<file path="src/dec_pkg.sv">
// decode stage package
// opcodes, operator and select encodings, widths, credit depth
// and the decoded record handed downstream
package dec_pkg;

  localparam int unsigned XLEN         = 32;
  localparam int unsigned REG_ADDR_W   = 5;
  localparam int unsigned DEC_CREDITS  = 4;  // credits held by consumer after reset
  localparam int unsigned CREDIT_CNT_W = 3;  // must hold 0..DEC_CREDITS

  //////////////////////////////
  // encodings
  //////////////////////////////

  typedef enum logic [6:0] {
    OPCODE_LOAD     = 7'h03,
    OPCODE_MISC_MEM = 7'h0f,
    OPCODE_OP_IMM   = 7'h13,
    OPCODE_AUIPC    = 7'h17,
    OPCODE_STORE    = 7'h23,
    OPCODE_OP       = 7'h33,
    OPCODE_LUI      = 7'h37,
    OPCODE_BRANCH   = 7'h63,
    OPCODE_JALR     = 7'h67,
    OPCODE_JAL      = 7'h6f,
    OPCODE_SYSTEM   = 7'h73
  } opcode_e;

  typedef enum logic [3:0] {
    ALU_ADD, ALU_SUB, ALU_XOR, ALU_OR, ALU_AND, ALU_SLL, ALU_SRL, ALU_SRA,
    ALU_SLT, ALU_SLTU,
    // branch compares
    ALU_EQ, ALU_NE, ALU_LT, ALU_GE, ALU_LTU, ALU_GEU
  } alu_op_e;

  typedef enum logic [1:0] {OP_A_REG_A, OP_A_CURRPC, OP_A_IMM, OP_A_ZERO} op_a_sel_e;
  typedef enum logic       {OP_B_REG_B, OP_B_IMM} op_b_sel_e;

  typedef enum logic [2:0] {
    IMM_I, IMM_S, IMM_B, IMM_U, IMM_J,
    IMM_INCR_PC,  // constant 4, link address
    IMM_Z         // zero-extended rs1 field
  } imm_sel_e;

  typedef enum logic [1:0] {CSR_OP_READ, CSR_OP_WRITE, CSR_OP_SET, CSR_OP_CLEAR} csr_op_e;

  typedef enum logic [11:0] {
    CSR_MSTATUS   = 12'h300,
    CSR_MIE       = 12'h304,
    CSR_DCSR      = 12'h7b0,
    CSR_DPC       = 12'h7b1,
    CSR_DSCRATCH0 = 12'h7b2,
    CSR_DSCRATCH1 = 12'h7b3
  } csr_num_e;

  typedef enum logic [1:0] {MEM_WORD = 2'b00, MEM_HALF = 2'b01, MEM_BYTE = 2'b10} mem_type_e;

  //////////////////////////////
  // records
  //////////////////////////////

  typedef struct packed {
    logic ecall;
    logic ebreak;
    logic mret;
    logic dret;
    logic wfi;
  } sys_flags_t;

  typedef struct packed {
    alu_op_e                alu_op;
    op_a_sel_e              op_a_sel;
    op_b_sel_e              op_b_sel;
    logic [XLEN-1:0]        imm;
    logic [REG_ADDR_W-1:0]  raddr_a;    // rs1
    logic [REG_ADDR_W-1:0]  raddr_b;    // rs2
    logic [REG_ADDR_W-1:0]  waddr;      // rd
    logic                   rf_we;
    logic                   data_req;   // load/store
    logic                   data_we;    // store
    mem_type_e              data_type;
    logic                   data_sext;  // signed load
    logic                   jump;
    logic                   branch;
    logic                   csr_access;
    csr_op_e                csr_op;
    logic                   csr_flush;
    sys_flags_t             sys;
    logic                   illegal;
  } dec_out_t;

endpackage

</file>
<file path="src/imm_extract.sv">
// register field and immediate extraction
// builds the immediate of the format picked by the opcode decoder
`timescale 1ns/1ps

module imm_extract import dec_pkg::*; (
  input  logic [XLEN-1:0]       instr_i,
  input  imm_sel_e              imm_sel_i,
  output logic [REG_ADDR_W-1:0] raddr_a_o,
  output logic [REG_ADDR_W-1:0] raddr_b_o,
  output logic [REG_ADDR_W-1:0] waddr_o,
  output logic [XLEN-1:0]       imm_o
);

  logic [XLEN-1:0] imm_i, imm_s, imm_b, imm_u, imm_j, imm_z;

  assign raddr_a_o = instr_i[19:15];  // rs1
  assign raddr_b_o = instr_i[24:20];  // rs2
  assign waddr_o   = instr_i[11:7];   // rd

  // all formats sign-extend from bit 31
  assign imm_i = {{20{instr_i[31]}}, instr_i[31:20]};
  assign imm_s = {{20{instr_i[31]}}, instr_i[31:25], instr_i[11:7]};
  assign imm_b = {{19{instr_i[31]}}, instr_i[31], instr_i[7], instr_i[30:25],
                  instr_i[11:8], 1'b0};
  assign imm_u = {instr_i[31:12], 12'b0};
  assign imm_j = {{11{instr_i[31]}}, instr_i[31], instr_i[19:12], instr_i[20],
                  instr_i[30:21], 1'b0};
  assign imm_z = {{(XLEN-REG_ADDR_W){1'b0}}, instr_i[19:15]};  // csr uimm

  always_comb begin
    case (imm_sel_i)
      IMM_I:       imm_o = imm_i;
      IMM_S:       imm_o = imm_s;
      IMM_B:       imm_o = imm_b;
      IMM_U:       imm_o = imm_u;
      IMM_J:       imm_o = imm_j;
      IMM_INCR_PC: imm_o = 32'd4;  // next pc offset
      IMM_Z:       imm_o = imm_z;
      default:     imm_o = '0;
    endcase
  end

endmodule

</file>
<file path="src/opcode_decoder.sv">
// RV32I opcode and funct decode
// operator, operand selects, load/store, jump/branch, system and csr control;
// side effects of illegal encodings are squashed
`timescale 1ns/1ps

module opcode_decoder import dec_pkg::*; (
  input  logic [XLEN-1:0] instr_i,
  output imm_sel_e        imm_sel_o,
  output dec_out_t        dec_o,         // reg fields, imm and csr fields filled at top
  output csr_op_e         csr_op_raw_o,  // before set/clear fixup
  output logic            csr_access_o
);

  opcode_e    opcode;
  logic [2:0] funct3;
  logic       illegal;

  assign opcode = opcode_e'(instr_i[6:0]);
  assign funct3 = instr_i[14:12];

  always_comb begin
    dec_o          = '0;
    dec_o.alu_op   = ALU_SLTU;
    dec_o.op_a_sel = OP_A_IMM;
    dec_o.op_b_sel = OP_B_IMM;
    dec_o.data_type = MEM_WORD;
    imm_sel_o      = IMM_I;
    csr_op_raw_o   = CSR_OP_READ;
    csr_access_o   = 1'b0;
    illegal        = 1'b0;

    unique case (opcode)
      //////////////////////////////
      // jumps and branches
      //////////////////////////////
      OPCODE_JAL: begin  // target pc + imm_j, link written directly
        dec_o.jump     = 1'b1;
        dec_o.op_a_sel = OP_A_CURRPC;
        imm_sel_o      = IMM_J;
        dec_o.alu_op   = ALU_ADD;
        dec_o.rf_we    = 1'b1;
      end
      OPCODE_JALR: begin
        dec_o.jump     = 1'b1;
        dec_o.op_a_sel = OP_A_REG_A;  // rs1 + imm_i
        dec_o.alu_op   = ALU_ADD;
        dec_o.rf_we    = 1'b1;
        if (funct3 != 3'b000) illegal = 1'b1;
      end
      OPCODE_BRANCH: begin
        // selects give the target, operator carries the condition
        dec_o.branch   = 1'b1;
        dec_o.op_a_sel = OP_A_CURRPC;
        imm_sel_o      = IMM_B;
        unique case (funct3)
          3'b000:  dec_o.alu_op = ALU_EQ;
          3'b001:  dec_o.alu_op = ALU_NE;
          3'b100:  dec_o.alu_op = ALU_LT;
          3'b101:  dec_o.alu_op = ALU_GE;
          3'b110:  dec_o.alu_op = ALU_LTU;
          3'b111:  dec_o.alu_op = ALU_GEU;
          default: illegal = 1'b1;
        endcase
      end

      //////////////////////////////
      // load / store
      //////////////////////////////
      OPCODE_STORE: begin
        dec_o.op_a_sel = OP_A_REG_A;
        dec_o.alu_op   = ALU_ADD;
        dec_o.data_req = 1'b1;
        dec_o.data_we  = 1'b1;
        imm_sel_o      = IMM_S;
        if (funct3[2]) illegal = 1'b1;  // no register offset
        unique case (funct3[1:0])
          2'b00:   dec_o.data_type = MEM_BYTE;
          2'b01:   dec_o.data_type = MEM_HALF;
          2'b10:   dec_o.data_type = MEM_WORD;
          default: illegal = 1'b1;
        endcase
      end
      OPCODE_LOAD: begin
        dec_o.op_a_sel  = OP_A_REG_A;
        dec_o.alu_op    = ALU_ADD;
        dec_o.data_req  = 1'b1;
        dec_o.rf_we     = 1'b1;
        dec_o.data_sext = ~funct3[2];  // LBU/LHU zero-extend
        unique case (funct3[1:0])
          2'b00: dec_o.data_type = MEM_BYTE;
          2'b01: dec_o.data_type = MEM_HALF;
          2'b10: begin
            dec_o.data_type = MEM_WORD;
            if (funct3[2]) illegal = 1'b1;  // LWU is RV64 only
          end
          default: illegal = 1'b1;
        endcase
      end

      //////////////////////////////
      // alu
      //////////////////////////////
      OPCODE_LUI: begin  // 0 + imm_u
        dec_o.op_a_sel = OP_A_ZERO;
        imm_sel_o      = IMM_U;
        dec_o.alu_op   = ALU_ADD;
        dec_o.rf_we    = 1'b1;
      end
      OPCODE_AUIPC: begin
        dec_o.op_a_sel = OP_A_CURRPC;
        imm_sel_o      = IMM_U;
        dec_o.alu_op   = ALU_ADD;
        dec_o.rf_we    = 1'b1;
      end
      OPCODE_OP_IMM: begin
        dec_o.op_a_sel = OP_A_REG_A;
        dec_o.rf_we    = 1'b1;
        unique case (funct3)
          3'b000: dec_o.alu_op = ALU_ADD;
          3'b010: dec_o.alu_op = ALU_SLT;
          3'b011: dec_o.alu_op = ALU_SLTU;
          3'b100: dec_o.alu_op = ALU_XOR;
          3'b110: dec_o.alu_op = ALU_OR;
          3'b111: dec_o.alu_op = ALU_AND;
          3'b001: begin
            dec_o.alu_op = ALU_SLL;
            if (instr_i[31:25] != 7'b0) illegal = 1'b1;
          end
          default: begin  // 101, srli / srai by funct7
            if (instr_i[31:25] == 7'b000_0000) dec_o.alu_op = ALU_SRL;
            else if (instr_i[31:25] == 7'b010_0000) dec_o.alu_op = ALU_SRA;
            else illegal = 1'b1;
          end
        endcase
      end
      OPCODE_OP: begin
        dec_o.op_a_sel = OP_A_REG_A;
        dec_o.op_b_sel = OP_B_REG_B;
        dec_o.rf_we    = 1'b1;
        // funct7 == 1 (mul/div) falls through to illegal
        unique case ({instr_i[31:25], funct3})
          {7'h00, 3'b000}: dec_o.alu_op = ALU_ADD;
          {7'h20, 3'b000}: dec_o.alu_op = ALU_SUB;
          {7'h00, 3'b010}: dec_o.alu_op = ALU_SLT;
          {7'h00, 3'b011}: dec_o.alu_op = ALU_SLTU;
          {7'h00, 3'b100}: dec_o.alu_op = ALU_XOR;
          {7'h00, 3'b110}: dec_o.alu_op = ALU_OR;
          {7'h00, 3'b111}: dec_o.alu_op = ALU_AND;
          {7'h00, 3'b001}: dec_o.alu_op = ALU_SLL;
          {7'h00, 3'b101}: dec_o.alu_op = ALU_SRL;
          {7'h20, 3'b101}: dec_o.alu_op = ALU_SRA;
          default:         illegal = 1'b1;
        endcase
      end

      //////////////////////////////
      // fence and system
      //////////////////////////////
      OPCODE_MISC_MEM: begin
        dec_o.alu_op = ALU_ADD;
        if (funct3 == 3'b000) begin  // fence as nop
          dec_o.op_a_sel = OP_A_REG_A;
        end else if (funct3 == 3'b001) begin  // fence.i jumps to pc + 4
          dec_o.jump     = 1'b1;
          dec_o.op_a_sel = OP_A_CURRPC;
          imm_sel_o      = IMM_INCR_PC;
        end else begin
          illegal = 1'b1;
        end
      end
      OPCODE_SYSTEM: begin
        if (funct3 == 3'b000) begin
          dec_o.op_a_sel = OP_A_REG_A;
          unique case (instr_i[31:20])  // funct12
            12'h000: dec_o.sys.ecall  = 1'b1;
            12'h001: dec_o.sys.ebreak = 1'b1;
            12'h302: dec_o.sys.mret   = 1'b1;
            12'h7b2: dec_o.sys.dret   = 1'b1;
            12'h105: dec_o.sys.wfi    = 1'b1;
            default: illegal = 1'b1;
          endcase
          if (instr_i[19:15] != '0 || instr_i[11:7] != '0) illegal = 1'b1;
        end else begin
          csr_access_o = 1'b1;
          dec_o.rf_we  = 1'b1;
          // uimm forms take zero-extended rs1 as operand a
          dec_o.op_a_sel = funct3[2] ? OP_A_IMM : OP_A_REG_A;
          imm_sel_o      = funct3[2] ? IMM_Z : IMM_I;
          unique case (funct3[1:0])
            2'b01:   csr_op_raw_o = CSR_OP_WRITE;
            2'b10:   csr_op_raw_o = CSR_OP_SET;
            2'b11:   csr_op_raw_o = CSR_OP_CLEAR;
            default: illegal = 1'b1;  // funct3 100
          endcase
        end
      end
      default: illegal = 1'b1;
    endcase

    // illegal encodings must not reach rf, lsu, pc or csrs
    if (illegal) begin
      dec_o.rf_we    = 1'b0;
      dec_o.data_req = 1'b0;
      dec_o.data_we  = 1'b0;
      dec_o.jump     = 1'b0;
      dec_o.branch   = 1'b0;
      csr_access_o   = 1'b0;
    end
    dec_o.illegal = illegal;
  end

endmodule

</file>
<file path="src/csr_decoder.sv">
// CSR operation fixup and flush detection
// set/clear with rs1 == 0 only reads; writes to interrupt enables
// and debug CSRs request a pipeline flush
`timescale 1ns/1ps

module csr_decoder import dec_pkg::*; (
  input  logic [XLEN-1:0] instr_i,
  input  logic            csr_access_i,
  input  csr_op_e         csr_op_raw_i,
  output csr_op_e         csr_op_o,
  output logic            csr_flush_o
);

  csr_num_e csr_num;
  logic     is_irq_csr;  // mstatus / mie
  logic     is_dbg_csr;

  assign csr_num = csr_num_e'(instr_i[31:20]);

  assign is_irq_csr = (csr_num == CSR_MSTATUS) || (csr_num == CSR_MIE);
  assign is_dbg_csr = (csr_num == CSR_DCSR)      || (csr_num == CSR_DPC) ||
                      (csr_num == CSR_DSCRATCH0) || (csr_num == CSR_DSCRATCH1);

  // x0 / zero uimm never modifies the csr
  always_comb begin
    csr_op_o = csr_op_raw_i;
    if ((csr_op_raw_i == CSR_OP_SET || csr_op_raw_i == CSR_OP_CLEAR) &&
        instr_i[19:15] == '0) begin
      csr_op_o = CSR_OP_READ;
    end
  end

  // enabling irqs needs a flush so pending irqs are seen next cycle
  always_comb begin
    csr_flush_o = 1'b0;
    if (csr_access_i) begin
      if ((csr_op_o == CSR_OP_WRITE || csr_op_o == CSR_OP_SET) && is_irq_csr) begin
        csr_flush_o = 1'b1;
      end
      if (csr_op_o != CSR_OP_READ && is_dbg_csr) begin  // any debug csr modify
        csr_flush_o = 1'b1;
      end
    end
  end

endmodule

</file>
<file path="src/credit_out_buf.sv">
// output register for decoded records
// credit counter tracks free downstream slots, one record per credit
`timescale 1ns/1ps

module credit_out_buf import dec_pkg::*; (
  input  logic     clk_i,
  input  logic     rst_n_i,
  input  logic     push_valid_i,
  input  dec_out_t push_data_i,
  output logic     push_ready_o,
  output logic     dec_valid_o,
  output dec_out_t dec_o,
  input  logic     credit_return_i
);

  logic [CREDIT_CNT_W-1:0] credit_cnt;
  logic                    accept;

  assign push_ready_o = (credit_cnt != '0);  // stall only when out of credits
  assign accept       = push_valid_i & push_ready_o;

  //////////////////////////////
  // credit counter
  //////////////////////////////
  always_ff @(posedge clk_i) begin
    if (!rst_n_i) begin
      credit_cnt <= CREDIT_CNT_W'(DEC_CREDITS);
    end else begin
      case ({accept, credit_return_i})
        2'b10:   credit_cnt <= credit_cnt - 1'b1;  // record sent
        2'b01:   credit_cnt <= credit_cnt + 1'b1;  // slot freed
        default: credit_cnt <= credit_cnt;         // none, or both cancel
      endcase
    end
  end

  //////////////////////////////
  // output register
  //////////////////////////////
  always_ff @(posedge clk_i) begin
    if (!rst_n_i) begin
      dec_valid_o <= 1'b0;
    end else begin
      dec_valid_o <= accept;  // single-cycle pulse per record
    end
  end

  // payload, qualified by dec_valid_o
  always_ff @(posedge clk_i) begin
    if (accept) begin
      dec_o <= push_data_i;
    end
  end

endmodule

</file>
<file path="src/rv_decode_top.sv">
// registered RV32I decode stage
// combinational decode chain into a credit-controlled output register
`timescale 1ns/1ps

module rv_decode_top import dec_pkg::*; (
  input  logic            clk_i,
  input  logic            rst_n_i,
  input  logic            instr_valid_i,
  input  logic [XLEN-1:0] instr_i,
  output logic            in_ready_o,
  output logic            dec_valid_o,
  output dec_out_t        dec_o,
  input  logic            credit_return_i
);

  imm_sel_e              imm_sel;
  logic [REG_ADDR_W-1:0] raddr_a, raddr_b, waddr;
  logic [XLEN-1:0]       imm;
  dec_out_t              dec_raw;
  dec_out_t              dec_rec;  // merged record
  csr_op_e               csr_op_raw, csr_op;
  logic                  csr_access, csr_flush;

  imm_extract u_imm_extract (
    .instr_i   (instr_i),
    .imm_sel_i (imm_sel),
    .raddr_a_o (raddr_a),
    .raddr_b_o (raddr_b),
    .waddr_o   (waddr),
    .imm_o     (imm)
  );

  opcode_decoder u_opcode_decoder (
    .instr_i      (instr_i),
    .imm_sel_o    (imm_sel),
    .dec_o        (dec_raw),
    .csr_op_raw_o (csr_op_raw),
    .csr_access_o (csr_access)
  );

  csr_decoder u_csr_decoder (
    .instr_i      (instr_i),
    .csr_access_i (csr_access),
    .csr_op_raw_i (csr_op_raw),
    .csr_op_o     (csr_op),
    .csr_flush_o  (csr_flush)
  );

  // fill in fields owned by the extract and csr blocks
  always_comb begin
    dec_rec            = dec_raw;
    dec_rec.imm        = imm;
    dec_rec.raddr_a    = raddr_a;
    dec_rec.raddr_b    = raddr_b;
    dec_rec.waddr      = waddr;
    dec_rec.csr_access = csr_access;
    dec_rec.csr_op     = csr_op;
    dec_rec.csr_flush  = csr_flush;
  end

  credit_out_buf u_credit_out_buf (
    .clk_i           (clk_i),
    .rst_n_i         (rst_n_i),
    .push_valid_i    (instr_valid_i),
    .push_data_i     (dec_rec),
    .push_ready_o    (in_ready_o),
    .dec_valid_o     (dec_valid_o),
    .dec_o           (dec_o),
    .credit_return_i (credit_return_i)
  );

endmodule

</file>
<file path="config.mk">
export PLATFORM = sky130hd
export DESIGN_NAME = rv_decode_top
export DESIGN_NICKNAME = d
export VERILOG_FILES = /design/src/dec_pkg.sv /design/src/imm_extract.sv /design/src/opcode_decoder.sv /design/src/csr_decoder.sv /design/src/credit_out_buf.sv /design/src/rv_decode_top.sv
export SDC_FILE = /design/constraint.sdc
export NUM_CORES = 1
export LEC_CHECK = 0
export BUFFER_PORTS_ARGS = -buffer_cell sky130_fd_sc_hd__buf_2
export CORE_MARGIN = 5
export CORE_UTILIZATION = 56
export DETAILED_ROUTE_END_ITERATION = 6
export GPL_ROUTABILITY_DRIVEN = 0
export PLACE_DENSITY = 0.84
export RECOVER_POWER = 100
export SLEW_MARGIN = 30
export SYNTH_ARGS = -nofsm -noshare
export SYNTH_HDL_FRONTEND = slang
export SYNTH_SLANG_ARGS = --single-unit
</file>
<file path="constraint.sdc">
create_clock -name clk_i -period 5.81 [get_ports clk_i]
set_clock_uncertainty 0.1 [all_clocks]
set_input_delay 0 -clock clk_i [delete_from_list [all_inputs] [get_ports clk_i]]
set_output_delay 0 -clock clk_i [all_outputs]
set_load 0.01 [all_outputs]
</file>
### Word level (Yosys, flattened, before mapping)

Cells that the tools add are included.
W data, S select, Z words.

* equality and inequality tests: 52
* bitwise logic cells: 2
* add/subtract/negate cells: 2
* multiplexer cells: 58
* reductions and logical operators: 40

Operator list (count)
* $pmux W32 S7: 1
* $eq A12 B11 Y1 const B: 4
* $eq A10 B3 Y1 const B: 4
* $eq A12 B10 Y1 const B: 3
* $pmux W3 S6: 2
* $pmux W4 S9: 1
* $mux W1: 30
* $eq A7 B6 Y1 const B: 4
* $eq A7 B7 Y1 const B: 4
* $pmux W4 S7: 1
* $eq A3 B3 Y1 const B: 7
* $eq A10 B2 Y1 const B: 2
* $eq A10 B9 Y1 const B: 2
* $pmux W4 S4: 1
* $eq A7 B5 Y1 const B: 2
* $mux W2: 7
* $reduce_or A7 Y1: 2
* $eq A12 B1 Y1 const B: 1
* $eq A12 B9 Y1 const B: 1
* $eq A2 B2 Y1 const B: 6
* $eq A3 B2 Y1 const B: 4
* $logic_not A12 Y1: 1
* $mux W3: 4
* $reduce_or A3 Y1: 4
* other kinds (32): 56

* logic and storage cells: 179
* bits in registers: 76
* input bits: 36

### Depth between registers and ports, before layout

* depth in word-level cells: 13
* depth in mapped cells: 8

### Modules after synthesis

From an unflattened synthesis, not the netlist that was laid out.

* cell total of the unflattened synthesis: 420
* area total of the unflattened synthesis: 4394.2 um2

By module, submodules not included
* credit_out_buf: sequential area each 2242.2 um2, instances 1, cells each 91, area an instance 2359.8 um2
* opcode_decoder: sequential area each 0.0 um2, instances 1, cells each 208, area an instance 1290.0 um2
* imm_extract: sequential area each 0.0 um2, instances 1, cells each 109, area an instance 658.1 um2
* csr_decoder: sequential area each 0.0 um2, instances 1, cells each 12, area an instance 86.3 um2

### Worst setup path before layout

No wires, ideal clock.

* kind: register to register
* from: reg u_credit_out_buf.credit_cnt[0]
* to: reg u_credit_out_buf.dec_o[0] (netlist name)
* data required time: 5.284 ns
* clock period less this slack: 2.577 ns
* setup time: 0.426 ns
* path slack: 3.233 ns
* stages on the path, launching flop included: 4
* arrival time: 2.050 ns
* path through: dfxtp_1 > or3_1 > nand2_1 > inv_1

* word-level cells in the longest chain between the ends: 2

Ends and longest elaborated chain
* start: declaration: line credit_out_buf.sv:16 `logic [CREDIT_CNT_W-1:0] credit_cnt;`
* start signal: assignment: line credit_out_buf.sv:27 `credit_cnt <= CREDIT_CNT_W'(DEC_CREDITS);`
* start signal: assignment: line credit_out_buf.sv:30 `2'b10: credit_cnt <= credit_cnt - 1'b1;`
* start signal: assignment: line credit_out_buf.sv:31 `2'b01: credit_cnt <= credit_cnt + 1'b1;`
* $reduce_bool A3 Y1: line credit_out_buf.sv:19 `assign push_ready_o = (credit_cnt != '0);`
* net in_ready_o: line rv_decode_top.sv:10 `output logic in_ready_o,`
* $and A1 B1 Y1: line credit_out_buf.sv:20 `assign accept = push_valid_i & push_ready_o;`
* net u_credit_out_buf.accept: line credit_out_buf.sv:17 `logic accept;`

The timed path passes the listed nets, and every way through them passes these cells.
A chain may end at the register's enable or synchronous reset.

### Worst setup path in the final report

* from: reg u_credit_out_buf.credit_cnt[0]
* to: reg u_credit_out_buf.dec_o[34] (netlist name)

* word-level cells in the longest chain between the ends: 2

Ends and longest elaborated chain (line)
* $reduce_bool A3 Y1: credit_out_buf.sv:19
* $and A1 B1 Y1: credit_out_buf.sv:20
* net u_credit_out_buf.accept: credit_out_buf.sv:17

The timed path passes the listed nets, and every way through them passes these cells.

==> summary.md <==
| Metric | Value |
|---|---|
| GRT overflow | `0` |
| Critical Path, Cell by Cell | `or3_1 > nand2_1 > inv_1 > clkbuf_1` |
| Pin count of the biggest net entering global routing | `between 40 and 50` |
| Total Nets Final | `481` |
| Drt drc | `0` |
| Syn. warnings | `0` |
| Layout cell share with drive strength beyond 1 | `0.0826` |
| Hold Path Class | `in2reg` |
| LEAKAGE | `1.64 nW` |
| Io pins | `between 100 and 150` |
| Final Hold Fails | `0` |
| Htree depth | `3` |
| CTS Buf Count | `9` |
| Worst-path cell with the longest stage delay | `clkbuf_1` |
| Detail Placement HPWL | `6590 um` |
| Initial Util | `0.578` |
| Non-filler instance count after layout | `about 530` |
| Final period util | `0.632` |
| Clk_lat worst skew | `between 0.3 and 0.4 ns` |
| Initial antenna violation count | `0` |
| Clock Path Buffers | `2` |
| Power Total | `approximately 1.4 mW` |
| All-Layer GR Usage | `0.236` |
| Die Span X | `just over 90 um` |
| Crit end category | `flip-flop` |
| Post-synthesis cell type count | `66` |
| Slew of the pin with the lowest slew margin | `approximately 2.4 ns` |
| Syn_area_per_cell | `between 10 and 15 um2` |
| Clk pin slew, worst setup/hold paths | `roughly 0.070 ns` |
| Share of synthesized flip-flops with an asynchronous set or reset | `0` |
| Setup Fix Bufs, Post-CTS | `0` |
| Routed wire length | `a little under 10,000 um` |
| Number of global-route vias before repair | `between 3k and 4k` |
| Layout area overhead | `23.1%` |
| CP Class | `reg2reg` |
| Flops & latches, synth | `between 70 and 80` |
| Worst Path Arrival | `3.48 ns` |
| Setup violations, final | `0` |
| Die Area | `between 8000 and 9000 um2` |
| CP Capture Point | `u_credit_out_buf.dec_o[34]` |
| Fin crit period | `3.67 ns` |
| Primary FF master, synth | `edfxtp_1` |
| Syn nets | `approximately 360` |
| Register area share after synthesis | `0.608` |
| Failing checks | `capacitance limit, slew limit` |
| RSZ-0062 raised after global routing | `no` |
| PD cells | `around 300 nW/um2` |
| Synth Instances | `318` |
| Leading cell type in the layout, fill and taps excluded | `clkbuf_1` |
| ANT cells | `0` |
| Critical Path Stages | `4` |
| Post-Place Cells | `487` |
| Largest stage delay, worst path | `around 1.8 ns` |
| Reg2Reg Depth | `4` |
| Flop2flop setup slack | `approximately 2.1 ns` |
| CP startpoint | `u_credit_out_buf.credit_cnt[0]` |
| Mapped cell area | `roughly 3700 um2` |
| Vias per Instance | `5.97` |
| Worst setup SP type | `flip-flop` |
| Max VDD drop | `roughly 0.28 mV` |
| ANT nets after route | `0` |
| Avg WL per Cell | `roughly 18 um` |
| CTS root buf | `clkbuf_8` |
| Crit Reg-Reg Startpoint | `u_credit_out_buf.credit_cnt[0]` |
| CP top delay family | `buffers and inverters` |
| Port Buffers | `around 110` |
| Final setup margin | `around 2.1 ns` |
| Pre-CTS setup slack | `3.50 ns` |
| Die extent in y | `a little over 90 um` |
| Worst path required time | `5.62 ns` |
| Num rows | `29` |
| Vias | `3,135` |
| First-pass GRT wire length | `between 15,000 and 20,000 um` |
| Buf+Inv Stages, Crit Path | `2` |
| EDFF count, synth | `72` |
| WHS | `~0.016 ns` |
| Setup TNS | `0 ns` |
| Slew Limit Headroom | `-0.574` |
| Status | `finished, violations left` |
| Max-slew violation count | `48` |
| Max Cap Viol | `1` |
| Most frequent cells in the layout | `95 x clkbuf_1, 72 x edfxtp_1, 27 x nor2_1` |
| First drt pass iteration count | `5` |
| CTS tree | `yes` |
| Initial DRC Count | `slightly below 300` |
| Clk sink count | `76` |
| Worst r2r dst | `u_credit_out_buf.dec_o[34]` |
| CP Max Fanout | `47` |
| Fmax | `roughly 270 MHz` |
| CORE AREA | `around 6400 um2` |
[flip-flops by register name, summed over array words and instances (netlist names)]
name / flops
u_credit_out_buf.dec_o: 72
u_credit_out_buf.credit_cnt: 3
u_credit_out_buf.dec_valid_o: 1
[report_power, final]
part / internal (mW) / switching [mW]
registers: 0.699 / 0.0240
clock network: 0.223 / 0.185
logic: 0.0785 / 0.165
[worst min path at each step]
stage | start | endpoint | slack (ns) | depth (start not counted)
after global placement | rst_n_i | u_credit_out_buf.credit_cnt[2] | 0.10 | 2
after detailed placement | rst_n_i | u_credit_out_buf.credit_cnt[2] | 0.11 | 2
after global routing | instr_i[30] | u_credit_out_buf.dec_o[63] | 0.03 | 2
final | instr_i[30] | u_credit_out_buf.dec_o[63] | 0.02 | 2
after CTS | instr_i[30] | u_credit_out_buf.dec_o[63] | 0.02 | 2
after floorplan | rst_n_i | u_credit_out_buf.credit_cnt[2] | -0.03 | 1
[metrics by stage]
step | utilization | cell area (um2)
2_1_floorplan | - | 3690
3_3_place_gp | 0.667 | 4260
3_5_place_dp | 0.667 | 4260
4_1_cts | 0.733 | 4680
5_1_grt | 0.711 | 4540
6_report | 0.711 | 4540
[synth_stat cells, drive strengths merged, types with 2 or more instances]
cell,number,area [um2]
mux2i,2,20.0
nand2,25,93.8
a22oi,4,30.0
dfxtp,4,80.1
o21ai,18,90.1
o221ai,2,17.5
buf,7,42.5
xor2,2,17.5
nor2b,4,25.0
a31oi,3,18.8
nor3,18,90.1
nand4b,2,17.5
a21oi,8,43.8
inv,6,22.5
a21o,20,151
and3,6,38.8
nand2b,4,25.0
o22ai,2,12.5
o32a,2,20.0
nor2,27,101
nand3,13,65.1
nor4,5,37.5
edfxtp,72,2160
and4,2,18.8
clkbuf,12,45.0
and2b,2,15.0
or4,4,37.5
or3,7,48.8
and2,9,57.6
[cells by family after synthesis]
| group | share of synthesized area |
|---|---|
| simple gates | 0.204 |
| flops | 0.608 |
| compound gates | 0.134 |
| buf+inv | 0.0298 |
| xor+xnor | 0.00712 |
| fa+ha+maj | 0.0115 |
| mux | 0.00543 |
[timing repair]
item	in CTS	in global routing
resized for setup	0	0
hold buffers	22	0
endpoints found under the hold margin	46	0
[per-layer routing]
layer | vias to the layer above | part of all wire | wire [um] | track usage
met5 | - | 0 | 0 | 0
met3 | 22 | 0.098 | 946 | 0.0628
met1 | 1465 | 0.40 | 3810 | 0.313
met2 | 183 | 0.48 | 4660 | 0.374
met4 | 0 | 0.022 | 214 | 0.0892
li1 | 1465 | - | - | -
[cell type report]
type / count / area, um2
fillers: 513 / 1850
repair buffers: 133 / 662
clock buffers: 13 / 159
clock inverters: 3 / 43.8
multi-input cells: 217 / 1320
well taps: 77 / 96.3
inverters: 6 / 22.5
flip-flops and latches: 76 / 2240
(Power assumes the default switching activity.)
